**config.mk**
```make
export PLATFORM = sky130hd
export DESIGN_NAME = ext_periph_top
export DESIGN_NICKNAME = d
export VERILOG_FILES = /design/src/ext_harness_pkg.sv /design/src/reg_bus_if.sv /design/src/periph_addr_decode.sv /design/src/power_ctrl_regs.sv /design/src/power_switch_model.sv /design/src/iffifo_periph.sv /design/src/ext_periph_top.sv
export SDC_FILE = /design/constraint.sdc
export NUM_CORES = 1
export LEC_CHECK = 0
export ABC_AREA = 1
export ABC_CLOCK_PERIOD_IN_PS = 2930
export BUFFER_PORTS_ARGS = -buffer_cell sky130_fd_sc_hd__buf_2
export CAP_MARGIN = 20
export CORE_ASPECT_RATIO = 0.9
export CORE_UTILIZATION = 56
export CTS_BUF_LIST = sky130_fd_sc_hd__clkbuf_4 sky130_fd_sc_hd__clkbuf_8
export CTS_CLUSTER_SIZE = 20
export DETAILED_ROUTE_END_ITERATION = 12
export GPL_TIMING_DRIVEN = 0
export PLACE_DENSITY = 0.79
export REMOVE_ABC_BUFFERS = 1
export SYNTH_ARGS = -nofsm -noshare
export SYNTH_HDL_FRONTEND = slang
export SYNTH_SLANG_ARGS = --single-unit
```
**constraint.sdc**
```tcl
create_clock -name clk_i -period 2.93 [get_ports clk_i]
set_clock_uncertainty 0.2 [all_clocks]
set_input_delay 0.7325 -clock clk_i [delete_from_list [all_inputs] [get_ports clk_i]]
set_output_delay 0.7325 -clock clk_i [all_outputs]
set_load 0.05 [all_outputs]
```
**src/ext_harness_pkg.sv**
```systemverilog
//////////////////////////////////////////////////////////////////////
// register map and sizing for the external peripheral block
// FIFO_DEPTH must be a power of two and fit in LEVEL_W bits
//////////////////////////////////////////////////////////////////////

package ext_harness_pkg;

  // bus geometry
  localparam int unsigned DATA_W     = 32;
  localparam int unsigned REG_ADDR_W = 8;
  localparam int unsigned REGION_LSB = 4;
  localparam int unsigned OFFSET_W   = 2;
  localparam int unsigned REGION_W   = REG_ADDR_W - REGION_LSB;

  // region numbers, bits 7 to 4 of the byte address
  localparam logic [REGION_W-1:0] REGION_POWER = 4'd0;
  localparam logic [REGION_W-1:0] REGION_FIFO  = 4'd1;

  // power domains and switch cell latency in cycles
  localparam int unsigned NUM_DOMAINS        = 4;
  localparam int unsigned SWITCH_ACK_LATENCY = 15;

  // FIFO sizing
  localparam int unsigned FIFO_DEPTH = 8;
  localparam int unsigned PTR_W      = $clog2(FIFO_DEPTH);
  localparam int unsigned LEVEL_W    = 4;
  localparam logic [LEVEL_W-1:0] WATERMARK_RESET = 4'd4;

  // power block word offsets
  localparam logic [OFFSET_W-1:0] OFS_PWR_SWITCH  = 2'd0;
  localparam logic [OFFSET_W-1:0] OFS_PWR_ISO_RST = 2'd1;
  localparam logic [OFFSET_W-1:0] OFS_PWR_STATUS  = 2'd2;
  localparam int unsigned STATUS_DONE_BIT = 8;

  // FIFO block word offsets
  localparam logic [OFFSET_W-1:0] OFS_FIFO_DATA  = 2'd0;
  localparam logic [OFFSET_W-1:0] OFS_FIFO_LEVEL = 2'd1;
  localparam logic [OFFSET_W-1:0] OFS_FIFO_WMARK = 2'd2;

  // interrupt vector
  localparam int unsigned NUM_IRQ   = 2;
  localparam int unsigned IRQ_FIFO  = 0;
  localparam int unsigned IRQ_POWER = 1;

endpackage

```
**src/reg_bus_if.sv**
```systemverilog
//////////////////////////////////////////////////////////////////////
// one-cycle register bus, no back-pressure
// target answers every req exactly one cycle later
//////////////////////////////////////////////////////////////////////
`timescale 1ns/100ps

interface reg_bus_if;
  import ext_harness_pkg::*;

  logic                req;
  logic                we;
  logic [OFFSET_W-1:0] offset;
  logic [DATA_W-1:0]   wdata;
  logic                rvalid;
  logic [DATA_W-1:0]   rdata;
  logic                error;

  modport decoder (output req, we, offset, wdata, input rvalid, rdata, error);
  modport target (input req, we, offset, wdata, output rvalid, rdata, error);

endinterface

```
**src/periph_addr_decode.sv**
```systemverilog
//////////////////////////////////////////////////////////////////////
// steers one request per cycle to the power or FIFO block
// unmapped regions answer with error and zero data, address bits 1:0 ignored
//////////////////////////////////////////////////////////////////////
`timescale 1ns/100ps

module periph_addr_decode (
  input  logic                                  clk_i,
  input  logic                                  arst_n_i,
  input  logic                                  req_i,
  input  logic                                  we_i,
  input  logic [ext_harness_pkg::REG_ADDR_W-1:0] addr_i,
  input  logic [ext_harness_pkg::DATA_W-1:0]     wdata_i,
  output logic                                  rvalid_o,
  output logic [ext_harness_pkg::DATA_W-1:0]     rdata_o,
  output logic                                  error_o,
  reg_bus_if.decoder                            pwr_bus,
  reg_bus_if.decoder                            fifo_bus
);
  import ext_harness_pkg::*;

  logic [REGION_W-1:0] region;
  logic [OFFSET_W-1:0] offset;
  logic                pwr_hit;
  logic                fifo_hit;
  logic                pwr_sel_q;
  logic                fifo_sel_q;
  logic                unmapped_q;

  assign region   = addr_i[REG_ADDR_W-1:REGION_LSB];
  assign offset   = addr_i[REGION_LSB-1 -: OFFSET_W];
  assign pwr_hit  = req_i && (region == REGION_POWER);
  assign fifo_hit = req_i && (region == REGION_FIFO);

  // only the selected target sees req
  assign pwr_bus.req     = pwr_hit;
  assign pwr_bus.we      = we_i;
  assign pwr_bus.offset  = offset;
  assign pwr_bus.wdata   = wdata_i;
  assign fifo_bus.req    = fifo_hit;
  assign fifo_bus.we     = we_i;
  assign fifo_bus.offset = offset;
  assign fifo_bus.wdata  = wdata_i;

  // remember who owes the response next cycle
  always_ff @(posedge clk_i or negedge arst_n_i) begin
    if (!arst_n_i) begin
      pwr_sel_q  <= 1'b0;
      fifo_sel_q <= 1'b0;
      unmapped_q <= 1'b0;
    end else begin
      pwr_sel_q  <= pwr_hit;
      fifo_sel_q <= fifo_hit;
      unmapped_q <= req_i && !pwr_hit && !fifo_hit;
    end
  end

  always_comb begin
    rvalid_o = unmapped_q;
    rdata_o  = '0;
    error_o  = unmapped_q;
    if (pwr_sel_q) begin
      rvalid_o = pwr_bus.rvalid;
      rdata_o  = pwr_bus.rdata;
      error_o  = pwr_bus.error;
    end else if (fifo_sel_q) begin
      rvalid_o = fifo_bus.rvalid;
      rdata_o  = fifo_bus.rdata;
      error_o  = fifo_bus.error;
    end
  end

endmodule

```
**src/power_ctrl_regs.sv**
```systemverilog
//////////////////////////////////////////////////////////////////////
// power switch, isolation and reset control for external domains
// all outputs active low; domains come out of reset off and isolated
//////////////////////////////////////////////////////////////////////
`timescale 1ns/100ps

module power_ctrl_regs (
  input  logic                                   clk_i,
  input  logic                                   arst_n_i,
  input  logic [ext_harness_pkg::NUM_DOMAINS-1:0] ack_n_i,
  output logic [ext_harness_pkg::NUM_DOMAINS-1:0] switch_n_o,
  output logic [ext_harness_pkg::NUM_DOMAINS-1:0] iso_n_o,
  output logic [ext_harness_pkg::NUM_DOMAINS-1:0] rst_n_o,
  output logic                                   done_o,
  reg_bus_if.target                              bus
);
  import ext_harness_pkg::*;

  logic [NUM_DOMAINS-1:0]   switch_q;
  logic [2*NUM_DOMAINS-1:0] iso_rst_q;
  logic                     busy_q;
  logic                     done_q;
  logic                     wr_switch;
  logic                     wr_iso_rst;
  logic                     wr_status;
  logic                     settled;
  logic [DATA_W-1:0]        rdata_d;
  logic                     error_d;

  assign wr_switch  = bus.req && bus.we && (bus.offset == OFS_PWR_SWITCH);
  assign wr_iso_rst = bus.req && bus.we && (bus.offset == OFS_PWR_ISO_RST);
  assign wr_status  = bus.req && bus.we && (bus.offset == OFS_PWR_STATUS);

  // acks caught up with the last switch request, unless a new one lands now
  assign settled = busy_q && !wr_switch && (ack_n_i == switch_n_o);

  assign switch_n_o = ~switch_q;
  assign iso_n_o    = iso_rst_q[NUM_DOMAINS-1:0];
  assign rst_n_o    = iso_rst_q[2*NUM_DOMAINS-1:NUM_DOMAINS];
  assign done_o     = done_q;

  always_comb begin
    rdata_d = '0;
    error_d = 1'b0;
    case (bus.offset)
      OFS_PWR_SWITCH: begin
        if (!bus.we) rdata_d[NUM_DOMAINS-1:0] = switch_q;
      end
      OFS_PWR_ISO_RST: begin
        if (!bus.we) rdata_d[2*NUM_DOMAINS-1:0] = iso_rst_q;
      end
      OFS_PWR_STATUS: begin
        if (!bus.we) begin
          rdata_d[NUM_DOMAINS-1:0]  = ~ack_n_i;
          rdata_d[STATUS_DONE_BIT] = done_q;
        end
      end
      default: error_d = 1'b1;
    endcase
  end

  always_ff @(posedge clk_i or negedge arst_n_i) begin
    if (!arst_n_i) begin
      switch_q   <= '0;
      iso_rst_q  <= '0;
      busy_q     <= 1'b0;
      done_q     <= 1'b0;
      bus.rvalid <= 1'b0;
    end else begin
      bus.rvalid <= bus.req;
      if (wr_switch) switch_q <= bus.wdata[NUM_DOMAINS-1:0];
      if (wr_iso_rst) iso_rst_q <= bus.wdata[2*NUM_DOMAINS-1:0];
      if (wr_switch) begin
        busy_q <= 1'b1;
      end else if (settled) begin
        busy_q <= 1'b0;
      end
      // a fresh completion wins over a clear in the same cycle
      if (settled) begin
        done_q <= 1'b1;
      end else if (wr_status) begin
        done_q <= 1'b0;
      end
    end
  end

  // response word, only sampled while rvalid is high
  always_ff @(posedge clk_i) begin
    bus.rdata <= rdata_d;
    bus.error <= error_d;
  end

endmodule

```
**src/power_switch_model.sv**
```systemverilog
//////////////////////////////////////////////////////////////////////
// behavioural stand-in for power switch cells
// ack follows the request after SWITCH_ACK_LATENCY rising edges
//////////////////////////////////////////////////////////////////////
`timescale 1ns/100ps

module power_switch_model (
  input  logic                                   clk_i,
  input  logic                                   arst_n_i,
  input  logic [ext_harness_pkg::NUM_DOMAINS-1:0] switch_n_i,
  output logic [ext_harness_pkg::NUM_DOMAINS-1:0] ack_n_o
);
  import ext_harness_pkg::*;

  logic [NUM_DOMAINS-1:0] chain_q [SWITCH_ACK_LATENCY];

  // all stages off at reset, matching the switch outputs
  always_ff @(posedge clk_i or negedge arst_n_i) begin
    if (!arst_n_i) begin
      for (int i = 0; i < SWITCH_ACK_LATENCY; i++) begin
        chain_q[i] <= '1;
      end
    end else begin
      chain_q[0] <= switch_n_i;
      for (int i = 1; i < SWITCH_ACK_LATENCY; i++) begin
        chain_q[i] <= chain_q[i-1];
      end
    end
  end

  assign ack_n_o = chain_q[SWITCH_ACK_LATENCY-1];

endmodule

```
**src/iffifo_periph.sv**
```systemverilog
//////////////////////////////////////////////////////////////////////
// credit-fed receive FIFO popped by register reads
// producer must hold a credit to push; a push while full is dropped
//////////////////////////////////////////////////////////////////////
`timescale 1ns/100ps

module iffifo_periph (
  input  logic                              clk_i,
  input  logic                              arst_n_i,
  input  logic                              push_i,
  input  logic [ext_harness_pkg::DATA_W-1:0] push_data_i,
  output logic                              credit_o,
  output logic                              irq_o,
  output logic                              dma_rx_o,
  reg_bus_if.target                         bus
);
  import ext_harness_pkg::*;

  logic [DATA_W-1:0]  mem_q [FIFO_DEPTH];
  logic [PTR_W-1:0]   wr_ptr_q;
  logic [PTR_W-1:0]   rd_ptr_q;
  logic [LEVEL_W-1:0] level_q;
  logic [LEVEL_W-1:0] wmark_q;
  logic               empty;
  logic               full;
  logic               push_ok;
  logic               pop;
  logic               wr_wmark;
  logic [DATA_W-1:0]  rdata_d;
  logic               error_d;

  assign empty    = (level_q == '0);
  assign full     = (level_q == LEVEL_W'(FIFO_DEPTH));
  assign push_ok  = push_i && !full;
  assign pop      = bus.req && !bus.we && (bus.offset == OFS_FIFO_DATA) && !empty;
  assign wr_wmark = bus.req && bus.we && (bus.offset == OFS_FIFO_WMARK);

  assign irq_o    = (level_q >= wmark_q);
  assign dma_rx_o = !empty;

  // writes to DATA and LEVEL are accepted and ignored
  always_comb begin
    rdata_d = '0;
    error_d = 1'b0;
    case (bus.offset)
      OFS_FIFO_DATA: begin
        if (!bus.we) begin
          if (empty) error_d = 1'b1;
          else rdata_d = mem_q[rd_ptr_q];
        end
      end
      OFS_FIFO_LEVEL: begin
        if (!bus.we) rdata_d[LEVEL_W-1:0] = level_q;
      end
      OFS_FIFO_WMARK: begin
        if (!bus.we) rdata_d[LEVEL_W-1:0] = wmark_q;
      end
      default: error_d = 1'b1;
    endcase
  end

  always_ff @(posedge clk_i or negedge arst_n_i) begin
    if (!arst_n_i) begin
      wr_ptr_q   <= '0;
      rd_ptr_q   <= '0;
      level_q    <= '0;
      wmark_q    <= WATERMARK_RESET;
      credit_o   <= 1'b0;
      bus.rvalid <= 1'b0;
    end else begin
      bus.rvalid <= bus.req;
      // credit goes back together with the popped word
      credit_o   <= pop;
      if (push_ok) wr_ptr_q <= wr_ptr_q + 1'b1;
      if (pop) rd_ptr_q <= rd_ptr_q + 1'b1;
      case ({push_ok, pop})
        2'b10:   level_q <= level_q + 1'b1;
        2'b01:   level_q <= level_q - 1'b1;
        default: level_q <= level_q;
      endcase
      if (wr_wmark) wmark_q <= bus.wdata[LEVEL_W-1:0];
    end
  end

  always_ff @(posedge clk_i) begin
    if (push_ok) mem_q[wr_ptr_q] <= push_data_i;
    bus.rdata <= rdata_d;
    bus.error <= error_d;
  end

endmodule

```
**src/ext_periph_top.sv**
```systemverilog
//////////////////////////////////////////////////////////////////////
// external peripheral block: power control and receive FIFO
// one register access per cycle, response exactly one cycle later
//////////////////////////////////////////////////////////////////////
`timescale 1ns/100ps

module ext_periph_top (
  input  logic                                   clk_i,
  input  logic                                   arst_n_i,
  input  logic                                   reg_req_i,
  input  logic                                   reg_we_i,
  input  logic [ext_harness_pkg::REG_ADDR_W-1:0]  reg_addr_i,
  input  logic [ext_harness_pkg::DATA_W-1:0]      reg_wdata_i,
  input  logic                                   push_i,
  input  logic [ext_harness_pkg::DATA_W-1:0]      push_data_i,
  output logic                                   reg_rvalid_o,
  output logic [ext_harness_pkg::DATA_W-1:0]      reg_rdata_o,
  output logic                                   reg_error_o,
  output logic                                   credit_o,
  output logic [ext_harness_pkg::NUM_DOMAINS-1:0] pwr_switch_n_o,
  output logic [ext_harness_pkg::NUM_DOMAINS-1:0] pwr_iso_n_o,
  output logic [ext_harness_pkg::NUM_DOMAINS-1:0] pwr_rst_n_o,
  output logic [ext_harness_pkg::NUM_IRQ-1:0]     irq_o,
  output logic                                   dma_rx_o
);
  import ext_harness_pkg::*;

  logic [NUM_DOMAINS-1:0] switch_n;
  logic [NUM_DOMAINS-1:0] ack_n;
  logic                   pwr_done;
  logic                   fifo_irq;

  reg_bus_if pwr_bus ();
  reg_bus_if fifo_bus ();

  periph_addr_decode periph_addr_decode_i (
    .clk_i    (clk_i),
    .arst_n_i (arst_n_i),
    .req_i    (reg_req_i),
    .we_i     (reg_we_i),
    .addr_i   (reg_addr_i),
    .wdata_i  (reg_wdata_i),
    .rvalid_o (reg_rvalid_o),
    .rdata_o  (reg_rdata_o),
    .error_o  (reg_error_o),
    .pwr_bus  (pwr_bus.decoder),
    .fifo_bus (fifo_bus.decoder)
  );

  power_ctrl_regs power_ctrl_regs_i (
    .clk_i      (clk_i),
    .arst_n_i   (arst_n_i),
    .ack_n_i    (ack_n),
    .switch_n_o (switch_n),
    .iso_n_o    (pwr_iso_n_o),
    .rst_n_o    (pwr_rst_n_o),
    .done_o     (pwr_done),
    .bus        (pwr_bus.target)
  );

  // switch cells close the loop back into the status register
  power_switch_model power_switch_model_i (
    .clk_i      (clk_i),
    .arst_n_i   (arst_n_i),
    .switch_n_i (switch_n),
    .ack_n_o    (ack_n)
  );

  iffifo_periph iffifo_periph_i (
    .clk_i       (clk_i),
    .arst_n_i    (arst_n_i),
    .push_i      (push_i),
    .push_data_i (push_data_i),
    .credit_o    (credit_o),
    .irq_o       (fifo_irq),
    .dma_rx_o    (dma_rx_o),
    .bus         (fifo_bus.target)
  );

  assign pwr_switch_n_o = switch_n;

  // interrupt vector
  always_comb begin
    irq_o            = '0;
    irq_o[IRQ_FIFO]  = fifo_irq;
    irq_o[IRQ_POWER] = pwr_done;
  end

endmodule

```
# Word-level counts from Yosys, hierarchy flattened
# Memory sizes are Yosys's and may differ from the RTL's.
# Cells that the tools add are included.
dict set report totals {
  reg_bits 135
  ram_bits 256
  inputBits 77
  out_inout_bits 50
  wordCells 111
  memories 1
}
dict set report classes {
  n_addsub 4
  magnitude_cmp 1
  n_eq_ne 7
  n_mux 26
  bitwise_logic 5
  n_reduce_logical 33
}
# name words width rd rd_clocked_by_memory_dff wr line
set mem_list {}
lappend mem_list {iffifo_periph_i.mem_q 8 32 1 0 1 iffifo_periph.sv:19} ;# logic [DATA_W-1:0] mem_q [FIFO_DEPTH];
# operator count
set ops {}
lappend ops {{$mux W32} 2}
lappend ops {{$mux W4} 7}
lappend ops {{$pmux W4 S3} 2}
lappend ops {{$logic_and A1 B1 Y1} 16}
lappend ops {{$mux W1} 13}
lappend ops {{$logic_not A4 Y1} 2}
lappend ops {{$not A4 Y4} 2}
lappend ops {{$pmux W4 S2} 1}
lappend ops {{$add A3 B1 Y3 const B} 2}
lappend ops {{$logic_not A1 Y1} 6}
lappend ops {{$reduce_bool A2 Y1} 3}
lappend ops {{$reduce_or A2 Y1} 3}
lappend ops {{$reduce_or A3 Y1} 2}
lappend ops {{$add A4 B1 Y4 const B} 1}
lappend ops {{$eq A2 B1 Y1 const B} 2}
lappend ops {{$eq A2 B2 Y1 const B} 2}
lappend ops {{$eq A4 B1 Y1 const B} 1}
lappend ops {{$eq A4 B4 Y1} 1}
lappend ops {{$eq A4 B4 Y1 const B} 1}
lappend ops {{$ge A4 B4 Y1} 1}
lappend ops {{$sub A4 B1 Y4 const B} 1}
lappend ops {{$not A1 Y1} 3}
lappend ops {{$logic_not A2 Y1} 1}
lappend ops {{$pmux W1 S2} 1}

# Longest topological paths before layout
dict set report depth {
  word_depth 9
  depth_mapped 15
  depth_no_buf 15
}

# Hierarchy
# Synthesis repeated with hierarchy kept, for this count alone.
dict set report unflattened {
  hier_cells 1363
  hier_area_um2 16080.4
}
# mod n_inst cells_each area_each_um2
set modules_own_cells {}
lappend modules_own_cells {iffifo_periph 1 952 11833.8}
lappend modules_own_cells {power_switch_model 1 64 1606.5}
lappend modules_own_cells {periph_addr_decode 1 199 1411.4}
lappend modules_own_cells {power_ctrl_regs 1 146 1213.7}
lappend modules_own_cells {ext_periph_top 1 2 15.0}

# Worst setup path before layout
# Ideal clock, no wire load.
dict set report synth_path {
  path_kind {input-to-reg}
  start {input port push_i}
  end {memory iffifo_periph_i.mem_q[0][0] (enable)}
  setup_ns 0.421
  arrival_ns 2.518
  slack_ns -0.209
  stages 3
  n_path_buf 0
  path_cell_list {nand2_1 > or2_2 > nor2_1}
}
dict set report synth_between {
  elab_chain_cells 3
}
# element line
set synth_rtl {}
lappend synth_rtl {{start: declaration} ext_periph_top.sv:14} ;# input logic push_i,
lappend synth_rtl {{$logic_and A1 B1 Y1} iffifo_periph.sv:34} ;# assign push_ok = push_i && !full;
lappend synth_rtl {{$mux W1} iffifo_periph.sv:86} ;# if (push_ok) mem_q[wr_ptr_q] <= push_data_i;
lappend synth_rtl {{$mux W1 (implied by the code)} iffifo_periph.sv:86}
lappend synth_rtl {{end: declaration} iffifo_periph.sv:19}
# No other way between the ends.

# Worst setup path after layout
dict set report layout_path {
  start {register iffifo_periph_i.level_q[0]}
  end {register iffifo_periph_i.level_q[2]}
}
dict set report layout_between {
  elab_chain_cells 5
}
# element line
set layout_rtl {}
lappend layout_rtl {{start: declaration} iffifo_periph.sv:22} ;# logic [LEVEL_W-1:0] level_q;
lappend layout_rtl {{start signal: assignment} iffifo_periph.sv:77} ;# 2'b10: level_q <= level_q + 1'b1;
lappend layout_rtl {{start signal: assignment} iffifo_periph.sv:78} ;# 2'b01: level_q <= level_q - 1'b1;
lappend layout_rtl {{start signal: assignment} iffifo_periph.sv:79} ;# default: level_q <= level_q;
lappend layout_rtl {{$logic_not A4 Y1 (*)} iffifo_periph.sv:32} ;# assign empty = (level_q == '0);
lappend layout_rtl {{$logic_not A1 Y1 (*)} iffifo_periph.sv:35} ;# assign pop = bus.req && !bus.we && (bus.offset == OFS_FIFO_DATA) && !empty;
lappend layout_rtl {{$logic_and A1 B1 Y1 (*)} iffifo_periph.sv:35}
lappend layout_rtl {{via iffifo_periph_i.pop} iffifo_periph.sv:27} ;# logic pop;
lappend layout_rtl {{$eq A2 B1 Y1 / $eq A2 B2 Y1 (equally long branches)} iffifo_periph.sv:76} ;# case ({push_ok, pop})
lappend layout_rtl {{$pmux W4 S2 / $reduce_bool A2 Y1 (equally long branches)} --}
# The timed path passes the listed nets; every way through them passes the cells marked *.
# A chain may end at the register's enable or synchronous reset.

==> out/qor.csv <==
stage,metric,value,unit
layout,layout cells sized above 1,24.9,%
hold_path,hold_sp,power_switch_model_i.chain_q[5],
clocking,Bufs on Longest Clock Path,3,
timing,fin crit period,2.96,ns
placed_design,"worst slack, placed",-1.11,ns
yosys,largest family of logic cells by synthesized area,simple AND/OR/NAND/NOR gates,
critical_path,CP endpoint kind,flip-flop,
timing,slack of the critical path,-0.0254,ns
drt,wire per inst,18.5,um
floorplanning,Die Y,156,um
floorplanning,initial core utilization,57.0,%
global_route,first-pass GRT wire length,49200,um
critical_path,"delay-heaviest family, CP",simple AND/OR/NAND/NOR gates,
clocking,"Reg clk slew, reported paths",0.07,ns
hold_path,Hold Path Depth,0,
clocking,H-tree depth,2,
timing,Slew HR,39.6,%
drt,First-pass DRT Iterations,6,
drt,Vias/cell,5.50,
drt,drc violations,0,
yosys,post-synthesis register bit count,391,
yosys,Yosys warning count,0,
clocking,clk_lat worst skew,0.61,ns
critical_path,slowest library cell on the worst path,dfrtp_2,
timing,fin crit share,101,%
global_route,remaining global-route overflow,0,
layout,Layout area overhead,18.0,%
clocking,CTS tree,done,
placed_design,I/O Buffers,100,
floorplanning,io pins,127,
clocking,cts bufs inserted,59,
critical_path,FF-to-FF End,iffifo_periph_i.level_q[2],
timing,Worst-Margin Slew,0.904,ns
power_and_ir_drop,Pwr Total,0.0145,W
run_status,outcome,"complete, but fails checks",
power_and_ir_drop,combinational power share,17.6,%
run_status,failing checks,setup timing,
yosys,"Seq/Total Area, Yosys",73.6,%
timing,Slew Limit Fails,0,
critical_path,worst path bufs/invs,2,
global_route,vias in the first global route,9372,
yosys,compound-cell area share of the yosys netlist,8.76,%
critical_path,CP Cell Sequence,buf_4 > nor2_4 > a31oi_4 > nand2_1 > clkinv_2 > ha_1 > nor2_1 > nor2_2 > ha_1 > a21oi_1 > xor2_1 > o21ai_0,
power_and_ir_drop,Switch Pwr,0.00407,W
yosys,Simple-Gate Fraction of Synth Area,11.9,%
yosys,Synth Area in Adders,1.10,%
floorplanning,total core area,0.0261,mm2
hold_path,Hold Path End,power_switch_model_i.ack_n_o[1],
critical_path,crit path DAT,3.21,ns
power_and_ir_drop,Cell Int Power,0.0105,W
power_and_ir_drop,Seq pwr share,47.8,%
drt,Total Wirelength,32500,um
timing,final hold violations,0,
drt,Antenna Nets Post-Route,0,
critical_path,"slowest stage delay, CP",0.44,ns
timing,max frequency,338,MHz
yosys,multiplexer area fraction after synthesis,0,%
placed_design,Final GP Congestion,0.835,
critical_path,Register-to-Register Path Depth,12,
yosys,Synth Instances,1227,
placed_design,DPL Wire Length,17600,um
critical_path,critical path depth,12,
floorplanning,die area,0.0272,mm2
yosys,Netlist cell types,36,
floorplanning,Die W,174,um
drt,via count,9672,
power_and_ir_drop,Static Leakage,6.78,nW
power_and_ir_drop,Sw Ratio,28.0,%
yosys,Post-synth EDFFs,256,
power_and_ir_drop,Clock Power Share,34.6,%
layout,fillcell total,1750,
timing,Final setup viols,1,
yosys,mapped cell area,0.0149,mm2
yosys,Post-Synth XOR/XNOR Area,0.236,%
global_route,global-route usage over all layers,23.7,%
yosys,Synth async-reset ratio,23.5,%
power_and_ir_drop,Pwr Density,830,mW/mm2
global_route,largest net degree at the start of global routing,98,
clocking,Clock Sinks,391,
critical_path,Setup crit start kind,flip-flop,
critical_path,Reg2Reg Setup Slack,-0.03,ns
hold_path,Hold Crit Class,flip-flop to flip-flop,
timing,worst hold slack,0.125,ns
drt,1st-iter DRT viols,1006,
critical_path,worst r2r src,iffifo_periph_i.level_q[0],
power_and_ir_drop,maximum vdd ir drop,0.432,mV
layout,# nets final,1446,
global_route,initial antenna violation count,4,
critical_path,Crit path top cell by count,ha_1,
floorplanning,row count,56,
yosys,syn_area_per_cell,12.1,um2
flow_run,Max-Cap Viols,0,
critical_path,Critical Path RT,3.19,ns
critical_path,critical path peak fanout,7,
critical_path,Setup CP Type,flip-flop to flip-flop,
yosys,ys flop type,edfxtp_1,
clocking,CTS root buf,clkbuf_8,
cell families after synthesis:
group | Yosys count
xor gates and xnor gates | 4
DFF | 391
buffers and inverters | 143
adders and majority gates | 13
and+or+nand+nor | 435
AOI/OAI and AO/OA | 241
routing by layer:
layer  track usage, %  routed length [um]  share of wire (%)  vias up
met5                0                  10              0.031        -
met2             40.4               16100                 50      468
li1                 -                   -                  -     4477
met4             9.61                 729                2.2        2
met1             29.6               13000                 40     4661
met3             5.08                2590                8.0       64
synth_stat cells, types with 3 or more instances:
cell | instances | area share (%)
edfxtp_1 | 256 | 52
nor2_1 | 243 | 6.1
o21ai_0 | 162 | 5.5
nand2_1 | 130 | 3.3
inv_1 | 75 | 1.9
dfstp_2 | 61 | 11
nand3_1 | 44 | 1.5
dfxtp_1 | 43 | 5.8
o22ai_1 | 36 | 1.5
dfrtp_1 | 31 | 5.2
o21ai_1 | 25 | 0.84
buf_2 | 22 | 0.74
clkbuf_1 | 20 | 0.51
ha_1 | 13 | 1.1
buf_4 | 11 | 0.56
o21ai_2 | 8 | 0.47
a21oi_1 | 7 | 0.24
buf_6 | 7 | 0.53
nand4_1 | 5 | 0.21
or2_2 | 5 | 0.21
clkbuf_2 | 3 | 0.10
nand2_2 | 3 | 0.13
xor2_1 | 3 | 0.18
stage by stage:
stage | instances | TNS (ns) | util [%] | cell area (um2)
global route | 1757 | -0.549 | 67.2 | 17500
global placement | 1611 | -536.89 | 59.2 | 15400
finish | 1757 | -0.0254 | 67.2 | 17500
CTS | 1745 | -0.155 | 66.6 | 17400
detailed placement | 1627 | -4.30 | 61.0 | 15900
floorplan | 1163 | -78.79 | - | 14500
worst reg2reg max path, delay by kind of cell (launching register included):
family / cells / cell delay (ns)
and+or+nand+nor: 4 / 0.79
adders and majority gates: 2 / 0.55
DFF: 1 / 0.44
AOI/OAI and AO/OA: 3 / 0.36
buffers and inverters: 2 / 0.29
xor gates and xnor gates: 1 / 0.17
state kept, by name, summed over array words and instances (netlist names):
register                         count
iffifo_periph_i.rd_ptr_q             3
iffifo_periph_i.level_q              4
power_ctrl_regs_i.done_o             1
power_ctrl_regs_i.bus.error          1
iffifo_periph_i.bus.rdata           32
iffifo_periph_i.wr_ptr_q             3
power_ctrl_regs_i.busy_q             1
power_ctrl_regs_i.iso_rst_q          8
power_switch_model_i.chain_q        56
power_ctrl_regs_i.bus.rvalid         1
power_ctrl_regs_i.bus.rdata          9
power_ctrl_regs_i.switch_q           4
iffifo_periph_i.mem_q              256
periph_addr_decode_i.unmapped_q      1
power_switch_model_i.ack_n_o         4
iffifo_periph_i.bus.error            1
iffifo_periph_i.wmark_q              4
iffifo_periph_i.bus.rvalid           1
iffifo_periph_i.credit_o             1
area by class of cell:
| type | count | area (um2) | area share (%) |
|---|---|---|---|
| clock buffer | 96 | 1140 | 6.50 |
| antenna | 2 | 5.00 | 0.0286 |
| tap | 348 | 435 | 2.48 |
| clock inverter | 16 | 243 | 1.39 |
| sequential | 391 | 10900 | 62.5 |
| timing repair buffer | 131 | 1070 | 6.08 |
| multi-input combinational | 694 | 3390 | 19.3 |
| inverter | 79 | 304 | 1.73 |
worst max path at each step:
stage / slack [ns] / end / start
global route: -0.07 / iffifo_periph_i.level_q[2] / iffifo_periph_i.level_q[0]
CTS: -0.15 / reg_error_o / power_ctrl_regs_i.bus.rvalid
global placement: -3.96 / iffifo_periph_i.bus.rdata[7] / iffifo_periph_i.rd_ptr_q[0]
floorplan: -1.27 / iffifo_periph_i.bus.rdata[16] / iffifo_periph_i.rd_ptr_q[0]
finish: -0.03 / iffifo_periph_i.level_q[2] / iffifo_periph_i.level_q[0]
detailed placement: -1.11 / iffifo_periph_i.level_q[2] / reg_addr_i[2]
power groups by stage:
stage | logic, W | clock network (W) | registers, W
final | 0.00257 | 0.00503 | 0.00695
after global routing | 0.00279 | 0.00536 | 0.00700
after CTS | 0.00243 | 0.00510 | 0.00694
after detailed placement | 0.00230 | 0 | 0.00705
after global placement | 0.00187 | 0 | 0.00719
after floorplan | 0.00129 | 0 | 0.00708
cell usage in the layout, fill, tap and decap left out, types with 4 or more instances in the layout:
cell       instances
dfrtp_4            4
nand4_1            5
edfxtp_1         256
clkbuf_4          29
nor2_1           233
nand3_1           43
ha_1              11
o21ai_2            8
buf_12             6
clkinv_2           6
o21ai_1           26
buf_4             17
or2_2              5
dfxtp_1           43
o22ai_1           36
clkbuf_8          67
buf_16            10
dfstp_2           61
dfrtp_1           24
bufinv_16          6
buf_6              6
nand2_2            5
a21oi_1            7
inv_1             74
buf_2             90
nand2_1          128
o21ai_0          161
nor2_4             9
timing repair:
item	in CTS	in global routing
setup buffers	4	9
resized for setup	14	23
gates cloned	1	0
pin swaps	2	4
hold buffers	1	0
setup endpoints to repair	38	15
endpoints found under the hold margin	13	0
Power figures use the tool's default switching activity.
